**src/common/mmu_config.svh**
```systemverilog
// Fixed MMU widths, tag bit positions and table sizes
`ifndef MMU_CONFIG_SVH
`define MMU_CONFIG_SVH

// --------------------------------------------------
// Address layout
// --------------------------------------------------
`define MMU_PAGE_BITS        10     // Page number, map has 1024 entries
`define MMU_OFFSET_BITS      10     // Word offset in a page
`define MMU_VADDR_BITS       20     // Virtual and physical address
`define MMU_BESM6_PAGE_BITS  5      // Page number in BESM-6 mode

// --------------------------------------------------
// Word tag
// --------------------------------------------------
`define MMU_TAG_BITS         8
`define MMU_TAG_CMD          0      // Instruction word marker
`define MMU_TAG_BESM6        1      // BESM-6 compatibility
`define MMU_TAG_NOLOAD       2      // Operand read protect
`define MMU_TAG_NOFETCH      4      // Instruction fetch protect
`define MMU_TAG_NOJUMP       5      // Jump target protect
`define MMU_TAG_PINT         7      // Software tag interpretation

`endif

```
**src/common/mmu_pkg.sv**
```systemverilog
// MMU types: page, address and tag words, arbiter opcodes, trap vectors
`default_nettype none

`include "mmu_config.svh"

package mmu_pkg;

    typedef logic [`MMU_PAGE_BITS-1:0]  page_t;
    typedef logic [`MMU_VADDR_BITS-1:0] vaddr_t;
    typedef logic [`MMU_TAG_BITS-1:0]   tag_t;

    // Bus arbiter opcodes
    typedef enum logic [3:0] {
        NOP   = 4'd0,
        CCRD  = 4'd1,       // Instruction cache read
        CCWR  = 4'd2,       // Instruction cache write
        DCRD  = 4'd3,       // Data cache read
        DCWR  = 4'd4,       // Data cache write
        DRD   = 4'd9,       // Direct read
        DWR   = 4'd10,      // Result write
        RDMWR = 4'd11,      // Read-modify-write
        BTRWR = 4'd12       // Block transfer write
    } arb_op_t;

    // Opcodes that mark the page as modified
    function automatic logic is_write_op(arb_op_t op);
        return op inside {CCWR, DCWR, DWR, RDMWR, BTRWR};
    endfunction

    // Tag-check interrupt vectors
    typedef enum logic [4:0] {
        NONE       = 5'd0,
        PINT_INSTR = 5'd9,
        PINT_DATA  = 5'd10,
        READ_PROT  = 5'd11,
        NOT_CMD    = 5'd12,
        FETCH_PROT = 5'd18,
        JUMP_PROT  = 5'd19,
        BAD_ACC    = 5'd21,
        BAD_OP     = 5'd22
    } trap_vect_t;

endpackage

`default_nettype wire

```
**src/hdl/tag_trap.sv**
```systemverilog
// BESM-6 mode flag, accumulator tag and tag-check trap latch
`default_nettype none
`timescale 1ns/100ps

`include "mmu_config.svh"

module tag_trap (
    input  wire                 clk,
    input  wire                 reset,
    input  wire                 i_fetch_done,   // Instruction word fetched
    input  wire                 i_load_done,    // Operand loaded
    input  wire mmu_pkg::tag_t  i_tag,
    input  wire                 i_acc_we,       // Accumulator tag write
    input  wire                 i_acc_besm6,
    input  wire                 i_mode_set,
    input  wire                 i_mode_clr,
    input  wire                 i_flag_jump,    // Previous instruction was a jump
    input  wire                 i_no_progtag,   // Masks for the tag checks
    input  wire                 i_no_rtag,
    input  wire                 i_no_badacc,
    input  wire                 i_no_badop,
    input  wire                 i_int_clear,
    output logic                o_mode,
    output logic                o_int_pending,
    output mmu_pkg::trap_vect_t o_int_vect
);
    import mmu_pkg::*;

    logic       acc_besm6;                      // BESM-6 bit of accumulator tag
    logic       tag_mismatch;
    trap_vect_t trap_vect;

    // --------------------------------------------------
    // Mode and accumulator tag
    // --------------------------------------------------
    always_ff @(posedge clk) begin
        if (reset)
            o_mode <= 1'b0;
        else if (i_fetch_done)
            o_mode <= i_tag[`MMU_TAG_BESM6];    // Follows instruction tag
        else if (i_mode_set)
            o_mode <= 1'b1;
        else if (i_mode_clr)
            o_mode <= 1'b0;
    end

    always_ff @(posedge clk) begin
        if (reset)
            acc_besm6 <= 1'b0;
        else if (i_acc_we)
            acc_besm6 <= i_acc_besm6;
    end

    // --------------------------------------------------
    // Tag checks in priority order
    // --------------------------------------------------
    assign tag_mismatch = i_tag[`MMU_TAG_BESM6] != acc_besm6;

    always_comb begin
        trap_vect = NONE;
        if (i_fetch_done && i_tag[`MMU_TAG_PINT] && !i_no_progtag)
            trap_vect = PINT_INSTR;
        else if (i_load_done && i_tag[`MMU_TAG_PINT] && !i_no_progtag)
            trap_vect = PINT_DATA;
        else if (i_load_done && i_tag[`MMU_TAG_NOLOAD] && !i_no_rtag)
            trap_vect = READ_PROT;
        else if (i_fetch_done && !i_tag[`MMU_TAG_CMD])
            trap_vect = NOT_CMD;
        else if (i_fetch_done && i_tag[`MMU_TAG_NOFETCH])
            trap_vect = FETCH_PROT;
        else if (i_fetch_done && i_tag[`MMU_TAG_NOJUMP] && i_flag_jump)
            trap_vect = JUMP_PROT;
        else if (i_fetch_done && tag_mismatch && !i_no_badacc)
            trap_vect = BAD_ACC;                // Foreign accumulator
        else if (i_load_done && tag_mismatch && !i_no_badop)
            trap_vect = BAD_OP;                 // Foreign operand
    end

    always_ff @(posedge clk) begin
        if (reset) begin
            o_int_pending <= 1'b0;
            o_int_vect    <= NONE;
        end else if (trap_vect != NONE) begin
            o_int_pending <= 1'b1;              // Trap wins over clear
            o_int_vect    <= trap_vect;
        end else if (i_int_clear) begin
            o_int_pending <= 1'b0;
        end
    end

    // Fetch and load share one exchange register path
    a_one_strobe: assert property (
        @(posedge clk) disable iff (reset) !(i_fetch_done && i_load_done)
    ) else $error("fetch and load strobes together");

endmodule

`default_nettype wire

```
**config.mk**
```make
export PLATFORM = sky130hd
export DESIGN_NAME = tag_trap
export DESIGN_NICKNAME = d
export VERILOG_FILES = /design/src/common/mmu_pkg.sv /design/src/hdl/tag_trap.sv
export VERILOG_INCLUDE_DIRS = /design/src /design/src/common
export SDC_FILE = /design/constraint.sdc
export NUM_CORES = 1
export LEC_CHECK = 0
export BUFFER_PORTS_ARGS = -buffer_cell sky130_fd_sc_hd__buf_4
export CAP_MARGIN = 5
export CORE_AREA = 8 8 45 47
export CTS_CLUSTER_SIZE = 8
export DETAILED_ROUTE_END_ITERATION = 10
export DIE_AREA = 0 0 53 55
export GPL_TIMING_DRIVEN = 0
export PLACE_DENSITY = 0.78
export SYNTH_ARGS = -nofsm -noshare
export SYNTH_HDL_FRONTEND = slang
export SYNTH_SLANG_ARGS = --single-unit
```
**constraint.sdc**
```tcl
create_clock -name clk -period 1.7 [get_ports clk]
set_clock_uncertainty 0.15 [all_clocks]
set_input_delay 0.17 -clock clk [delete_from_list [all_inputs] [get_ports clk]]
set_output_delay 0.17 -clock clk [all_outputs]
set_load 0.005 [all_outputs]
```
==> flow_summary.toml, run 1 <==
[timing]
finalSetupViolCount = 0
fin_crit_sh_pct = 89.5
period_minus_slack_ns = 1.52
slew_headroom_pct = 70.4
fmax_mhz = 657
hold_violations = 0
maxSlewViolCount = 0
finalSetupTns_ns = 0
tightest_slew_ns = 0.444
rsz0062_at_grt = "no"

[floorplan]
coreArea_um2 = 1380
start_util_pct = 34.4
io_pins = 29
rows = 14
die_y_um = 55
die_area_um2 = 2920
die_x_um = 53

[cells_and_area]
area_growth_pct = 50.0
instances_no_fill = 103
final_util_pct = 51.5
multi_input_comb_area_um2 = 310
n_fill_cell = 147
layout.nets = 111
ff_latch_area_um2 = 160
antennaDiodeCount = 0
drive_above_1_share_pct = 41.4

[power_and_ir_drop]
p_leak_nw = 0.317
cellPowerDensity_nw_per_um2 = 683
ir_drop_mv = 0.347

[clocking]
cts_setup_buffers = 0
root_buffer = "clkbuf_4"
cts_tree = "done"
clock_path_buffers = 2
cts_hold_repair.buffers = 0
clock-sinks = 8
numCtsBuffers = 3
clk_pin_slew_ns = 0.05
clk_latency_ns = 0.24
htree_levels = 1

[critical_path]
worstSetupPathType = "register to register"
critical_path.max_fanout = 4
cp-end-kind = "register"
cp.required_ns = 1.73
crit_path_start_kind = "register"
cp_data_arrival_time_ns = 1.55

[placed_design]
io_buffer_count = 25
dpl.hpwl_mm = 1.13
globalplace.congestion = 0.771
placed_cells = 100

[drt]
wl_per_cell_um = 13.2
firstDrtPassIters = 4
drc = 0
drt-total-wl_mm = 1.36
vias = 525
avgViaCountPerCell = 5.10
ant_nets = 0
drtIter0Drc = 6

[synthesis]
postSynthCellCount = 59
seq_area_frac_synth_pct = 33.7
ys.warnings.count = 0
synth_ff_type = "dfxtp_1"
async_flop_share_pct = 0
synth_edf_count = 0
syn-cell-area_um2 = 475
syn_nets = 81
ys_types = 25
avgSynthCellArea_um2 = 8.06
ys_seq_elements = 8

[global_route]
track_usage_pct = 10.3
grt_max_degree = 11
grt_first_pass_wirelength_mm = 2.25
grt-ovfl-total = 0
grt_pass1_vias = 512
antenna_found_initial = 0

[job]
max_cap_viol_count = 0

[hold_path]
hold_path_class = "input pin to register"

[run_status]
status = "complete, no violations"
==> critical path, cell delays in order, from the launching register on <==
cell,delay [ns]
dfxtp_1,0.33
xnor2_2,0.20
a21oi_1,0.13
a2111oi_4,0.42
nand2_1,0.09
a21oi_1,0.13
==> routing by layer <==
metal | GRT usage (%) | routed length [µm] | vias to the layer above
met5 | 0 | 0 | -
met4 | 8.62 | 14 | 0
met3 | 4.01 | 142 | 2
met2 | 17.0 | 703 | 22
met1 | 10.2 | 499 | 238
li1 | - | - | 263
==> through the flow <==
stage | worst slack [ns] | power, mW | hold WS (ns) | area [µm²]
detailed placement | 0.141 | 0.355 | 0.270 | 683
global route | 0.0243 | 0.523 | 0.0110 | 713
floorplan | 0.339 | 0.284 | 0.163 | 475
CTS | 0.123 | 0.496 | 0.00994 | 706
global placement | 0.229 | 0.350 | 0.259 | 683
finish | 0.179 | 0.487 | 0.0123 | 713
==> Yosys cell counts (all sizes together), types with 2 or more instances <==
cell    count  area share, %
a21oi       9            9.5
dfxtp       8             34
nand2       9            7.6
nand2b      4            5.3
nor2        4            3.2
nor2b       2            4.7
nor3        2            2.1
o21a        2            4.7
o21ai       6            6.3
==> cells by family after synthesis <==
group,Yosys count,share of synthesized area [%]
AOI/OAI and AO/OA,21,31.1
xor gates and xnor gates,1,1.84
buffers and inverters,3,2.63
DFF,8,33.7
muxes,1,2.11
and+or+nand+nor,25,28.7
==> registers in the layout (all words and copies together) (netlist names) <==
signal,flops
acc_besm6,1
o_int_pending,1
o_int_vect,5
o_mode,1
==> power breakdown <==
part	leakage (nW)	internal [mW]	total, mW	switching, mW
logic	0.237	0.0792	0.141	0.0621
clock network	0.0138	0.0801	0.134	0.0543
registers	0.0663	0.203	0.211	0.00825
total	0.317	0.362	0.487	0.125
==> area by class of cell <==
type | instances | share of cell area, %
buffer | 2 | 1.23
clock buffer | 3 | 3.16
inverter | 1 | 0.526
multi-input combinational | 48 | 43.5
sequential | 8 | 22.5
tap | 16 | 2.81
timing repair buffer | 25 | 26.3
==> final timing paths <==
| kind | to | startpoint | slack [ns] | depth (start not counted) |
|---|---|---|---|---|
| setup / recovery | o_int_vect[0] | acc_besm6 | 0.18 | 5 |
| setup reg to reg | o_int_vect[0] | acc_besm6 | 0.18 | 5 |
| hold / removal | acc_besm6 | i_acc_besm6 | 0.01 | 3 |
| hold reg to reg | o_int_vect[0] | o_int_vect[0] | 0.31 | 2 |
==> what timing repair did <==
item / 4_1_cts / 5_1_grt
gates resized for setup: 0 / 1
endpoints found under the hold margin: 0 / 0
setup endpoints to repair: 0 / 1
==> cell usage in the layout (no fill, tap or decap), types with 2 or more instances in the layout <==
cell type,synthesis,final
nor2_1,4,4
a21oi_1,9,9
dfxtp_1,8,8
buf_4,0,25
nand2_1,8,8
nand2b_1,4,4
nor3_1,2,2
o21ai_0,6,6
clkbuf_4,0,3
(Power assumes the default switching activity.)
==> run 2: changes to the inputs <==
Settings changed: PLACE_DENSITY 0.78 to 0.65.
==> run 2 against run 1 <==
Fmax is 0.27% higher. First-iteration DRC count is 83% higher. Clock power is 4% higher. Sequential power hardly changed. Critical path depth stayed put. Worst setup slack better by 0.0041 ns. Sequential cell count stayed put. Final cell count stayed put. Critical path type unchanged. Utilization is 0.54 points lower. Count of clock-buffer cells in the layout stayed put. Final area is 1.1% lower.
==> flow_summary.toml, run 2 (synthesis results as in run 1) <==
[critical_path]
crit_slowest_cell = "a2111oi_4"
cp.required_ns = 1.73
critical_path.max_fanout = 4
worstSetupPathType = "register to register"
slowest_delay_ns = 0.35
cp-end-kind = "register"
rr_worst_depth = 5
crit_path_start_kind = "register"
startpoint = "acc_besm6"
cp_cell_sequence = "xnor2_1, a21oi_1, a2111oi_4, nand2_1, a21oi_1"
rr_endpoint = "o_int_vect[0]"
r2r_start = "acc_besm6"
reg2reg_slack_ns = 0.18
cpMostUsedCell = "a21oi_1"
endpoint = "o_int_vect[0]"
cp_data_arrival_time_ns = 1.54

[drt]
wl_per_cell_um = 12.0
avgViaCountPerCell = 4.78
vias = 492
drt-total-wl_mm = 1.24
drtIter0Drc = 11
ant_nets = 0
drc = 0
firstDrtPassIters = 3

[timing]
slew_headroom_pct = 71.2
period_minus_slack_ns = 1.52
fin_crit_sh_pct = 89.3
finalWorstSetupSlack_ns = 0.183
hold_violations = 0
rsz0062_at_grt = "no"
finalSetupTns_ns = 0
maxSlewViolCount = 0
fmax_mhz = 659
finalSetupViolCount = 0
tightest_slew_ns = 0.433

[clocking]
root_buffer = "clkbuf_4"
htree_levels = 1
clk_latency_ns = 0.24
cts_hold_repair.buffers = 0
cts_resized = 0
clock_path_buffers = 2
numCtsBuffers = 3
clk_pin_slew_ns = 0.05
clock-sinks = 8
cts_tree = "done"
cts_setup_buffers = 0

[run_status]
status = "complete, no violations"

[placed_design]
dpl.hpwl_mm = 1.05
io_buffer_count = 25
globalplace.congestion = 0.773
preCtsSetupSlack_ns = 0.199
placed_cells = 100

[global_route]
grt_max_degree = 11
grt_pass1_vias = 487
grt_first_pass_wirelength_mm = 2.07
grt-ovfl-total = 0
antenna_found_initial = 0
track_usage_pct = 9.46

[cells_and_area]
largest_register_ffs = 5
area_growth_pct = 48.4
mostFrequentLayoutCell = "buf_4"
antennaDiodeCount = 0
drive_above_1_share_pct = 40.2
layout.nets = 111
n_fill_cell = 139
final_util_pct = 51.0
top_register = "o_int_vect"
instances_no_fill = 103
final_cell_mix = "buf_4 (25), a21oi_1 (9), nand2_1 (8), dfxtp_1 (8), o21ai_0 (6)"

[floorplan]
die_y_um = 55
coreArea_um2 = 1380
die_area_um2 = 2920
start_util_pct = 34.4
die_x_um = 53
io_pins = 29
rows = 14

[power_and_ir_drop]
p_leak_nw = 0.312
ir_drop_mv = 0.356
cellPowerDensity_nw_per_um2 = 689

[job]
max_cap_viol_count = 0

[hold_path]
hold_path_class = "input pin to register"
-- run 2: worst max-delay path: cells and delay by family (launching register included) --
family           cells  cell delay (ns)
AND/OR/NAND/NOR      1             0.09
XOR/XNOR             1             0.25
flip-flops           1             0.31
AO/OA/AOI/OAI        3             0.64
-- run 2: how the worst min path moves through the flow --
stage                      from   endpoint  slack, ns  depth (start not counted)
floorplan              i_tag[1]     o_mode       0.16                          2
global placement    i_acc_besm6  acc_besm6       0.26                          3
detailed placement  i_acc_besm6  acc_besm6       0.28                          3
CTS                 i_acc_besm6  acc_besm6       0.02                          3
global route           i_tag[1]     o_mode       0.03                          3
finish              i_acc_besm6  acc_besm6       0.02                          3
-- run 2: through the flow --
stage | hold slack, ns | instance area (µm²) | power (mW)
6_report | 0.0243 | 706 | 0.487
4_1_cts | 0.0176 | 706 | 0.494
3_3_place_gp | 0.261 | 683 | 0.351
2_1_floorplan | 0.163 | 475 | 0.284
3_5_place_dp | 0.275 | 683 | 0.352
5_1_grt | 0.0322 | 706 | 0.521
-- run 2: area by class of cell --
cell class / count / area [µm²] / share of cell area (%)
multi-input cells: 48 / 303 / 42.9
repair buffers: 25 / 188 / 26.6
flip-flops and latches: 8 / 160 / 22.7
clock buffers: 3 / 22.5 / 3.19
well taps: 16 / 20.0 / 2.84
plain buffers: 2 / 8.76 / 1.24
inverters: 1 / 3.75 / 0.532
-- run 2: where the power goes --
part / total, mW / internal, mW / switching [mW]
clock: 0.140 / 0.0804 / 0.0593
combinational: 0.137 / 0.0775 / 0.0593
sequential: 0.210 / 0.203 / 0.00723
total: 0.487 / 0.361 / 0.126
-- run 2: metal layers --
layer / routed length, µm / vias to the layer above / GRT usage, % / share of wire (%)
met5: 0 / - / 0 / 0
met4: 0 / 0 / 7.76 / 0
li1: - / 264 / - / -
met1: 563 / 215 / 11.1 / 45
met2: 612 / 13 / 14.6 / 49
met3: 63 / 0 / 1.87 / 5.1
==> run 3: changes to the inputs <==
Settings changed: ABC_AREA set to 1, CTS_BUF_LIST set to sky130_fd_sc_hd__clkbuf_16, PLACE_DENSITY 0.65 to 0.66.
==> run 3 against run 2 <==
Sequential cell count is the same. Register-to-register slack gained 0.20 ns. Die area is the same. Critical path type unchanged. Total power grew 52%. Sequential power is essentially flat. Worst setup slack gained 0.20 ns. Utilization grew 5.2 points. Count of clock-buffer cells in the layout is the same. First-iteration DRC count shrank 27%. Synthesized area grew 2.6%. Highest routed layer is now met4. Synthesized cell count grew 32%. Routed wire length grew 7.6%.
==> flow_summary.toml, run 3 <==
[power_and_ir_drop]
cellPowerDensity_nw_per_um2 = 950
ir_drop_mv = 0.598
p_leak_nw = 0.444

[drt]
drc = 0
vias = 564
wl_per_cell_um = 10.8
ant_nets = 0
firstDrtPassIters = 4
drtIter0Drc = 8
avgViaCountPerCell = 4.59
drt-total-wl_mm = 1.33

[cells_and_area]
largest_register_ffs = 5
final_cell_mix = "buf_4 (26), nand2_1 (25), inv_1 (15)"
layout.nets = 131
drive_above_1_share_pct = 35.5
area_growth_pct = 59.5
top_register = "o_int_vect"
mostFrequentLayoutCell = "buf_4"
antennaDiodeCount = 0

[clocking]
root_buffer = "clkbuf_16"
numCtsBuffers = 3
cts_resized = 0
clk_latency_ns = 0.23
cts_hold_repair.buffers = 0
clock_path_buffers = 2
clock-sinks = 8
cts_tree = "done"
cts_setup_buffers = 0
clk_pin_slew_ns = 0.04
htree_levels = 1

[hold_path]
hold_path_class = "input pin to register"

[synthesis]
yosysTopAreaCell = "dfxtp_1"
synth_edf_count = 0
ys_types = 13
postSynthCellCount = 78
ys.warnings.count = 0
synthMostInstantiatedCell = "nand2_1"
seq_area_frac_synth_pct = 32.8
ys_seq_elements = 8
synthTopCellsByArea = "dfxtp_1 (33%), nand2_1 (19%), inv_1 (12%), nand3_2 (8.2%), a21oi_1 (5.1%)"
async_flop_share_pct = 0
synthTopCellsByCount = "nand2_1 (25), inv_1 (15), dfxtp_1 (8)"
syn-cell-area_um2 = 488
yosys.area.top_type_share_pct = 32.8
avgSynthCellArea_um2 = 6.26
synth_ff_type = "dfxtp_1"
syn_nets = 100

[critical_path]
crit_path_start_kind = "register"
cp_data_arrival_time_ns = 1.33
cp_cell_sequence = "inv_1, nand2_1, nand2_1, nand2_1, nand3_2, nor2_4, nand2_1, a21oi_1"
cpMostUsedCell = "nand2_1"
cp.required_ns = 1.71
critical_path.max_fanout = 4
slowest_delay_ns = 0.35
cp-end-kind = "register"
crit_slowest_cell = "dfxtp_1"
worstSetupPathType = "register to register"

[placed_design]
dpl.hpwl_mm = 1.07
globalplace.congestion = 0.742
io_buffer_count = 26
preCtsSetupSlack_ns = 0.412

[timing]
hold_violations = 0
slew_headroom_pct = 84.4
rsz0062_at_grt = "no"
finalWorstSetupSlack_ns = 0.382
finalSetupTns_ns = 0
maxSlewViolCount = 0
finalSetupViolCount = 0
fin_crit_sh_pct = 77.5
fmax_mhz = 759
tightest_slew_ns = 0.233
period_minus_slack_ns = 1.32

[global_route]
grt_pass1_vias = 543
grt_first_pass_wirelength_mm = 2.28
antenna_found_initial = 0
grt-ovfl-total = 0
grt_max_degree = 8
track_usage_pct = 10.2

[floorplan]
die_y_um = 55
io_pins = 29
coreArea_um2 = 1380
die_area_um2 = 2920
rows = 14
die_x_um = 53
start_util_pct = 35.3

[run_status]
status = "complete, no violations"

[job]
max_cap_viol_count = 0
==> run 3: logic make-up (layout without fill, tap and decap cells) <==
group / Yosys count / after routing / synth area share [%]
flops: 8 / 8 / 32.8
simple gates: 43 / 43 / 42.8
buf+inv: 17 / 46 / 13.1
compound gates: 10 / 10 / 11.3
==> run 3: worst paths after layout <==
path         cells after the start       endpoint     startpoint  slack [ns]
max reg2reg                      8  o_int_vect[1]      acc_besm6        0.38
min reg2reg                      2  o_int_pending  o_int_pending        0.31
min                              2  o_int_vect[2]          reset       0.009
max                              8  o_int_vect[1]      acc_besm6        0.38
==> run 3: metrics by stage <==
stage	std cells	power, mW	hold WS, ns	cell area, µm²	util [%]
final	123	0.739	0.00864	778	56.2
after floorplan	78	0.282	0.0891	488	-
after global routing	123	0.774	0.0264	778	56.2
after CTS	123	0.749	0.0130	778	56.2
after global placement	120	0.353	0.249	703	50.8
after detailed placement	120	0.355	0.246	703	50.8
==> run 3: critical path, delay by kind of cell (launching register included) <==
kind / cells / cell delay, ns
AOI/OAI and AO/OA: 1 / 0.13
buffers and inverters: 1 / 0.08
DFF: 1 / 0.35
and+or+nand+nor: 6 / 0.54
==> run 3: area by class of cell <==
type / count / area (µm²)
Clock buffer: 3 / 75.1
Fill cell: 136 / 606
Inverter: 17 / 63.8
Multi-Input combinational cell: 53 / 264
Sequential cell: 8 / 160
Tap cell: 16 / 20.0
Timing Repair Buffer: 26 / 195
==> run 3: per-layer routing <==
layer	vias to the layer above	part of all wire, %	global-route usage, %
met5	-	0	0
met4	0	1.6	5.17
met3	2	7.1	3.48
met2	15	50	17.4
met1	248	42	11.0
li1	299	-	-
==> run 3: power breakdown <==
group,switching [mW],leakage [nW],internal (mW),total [mW]
logic,0.0674,0.341,0.0722,0.140
registers,0.00758,0.0664,0.204,0.212
clock network,0.0851,0.0370,0.303,0.388
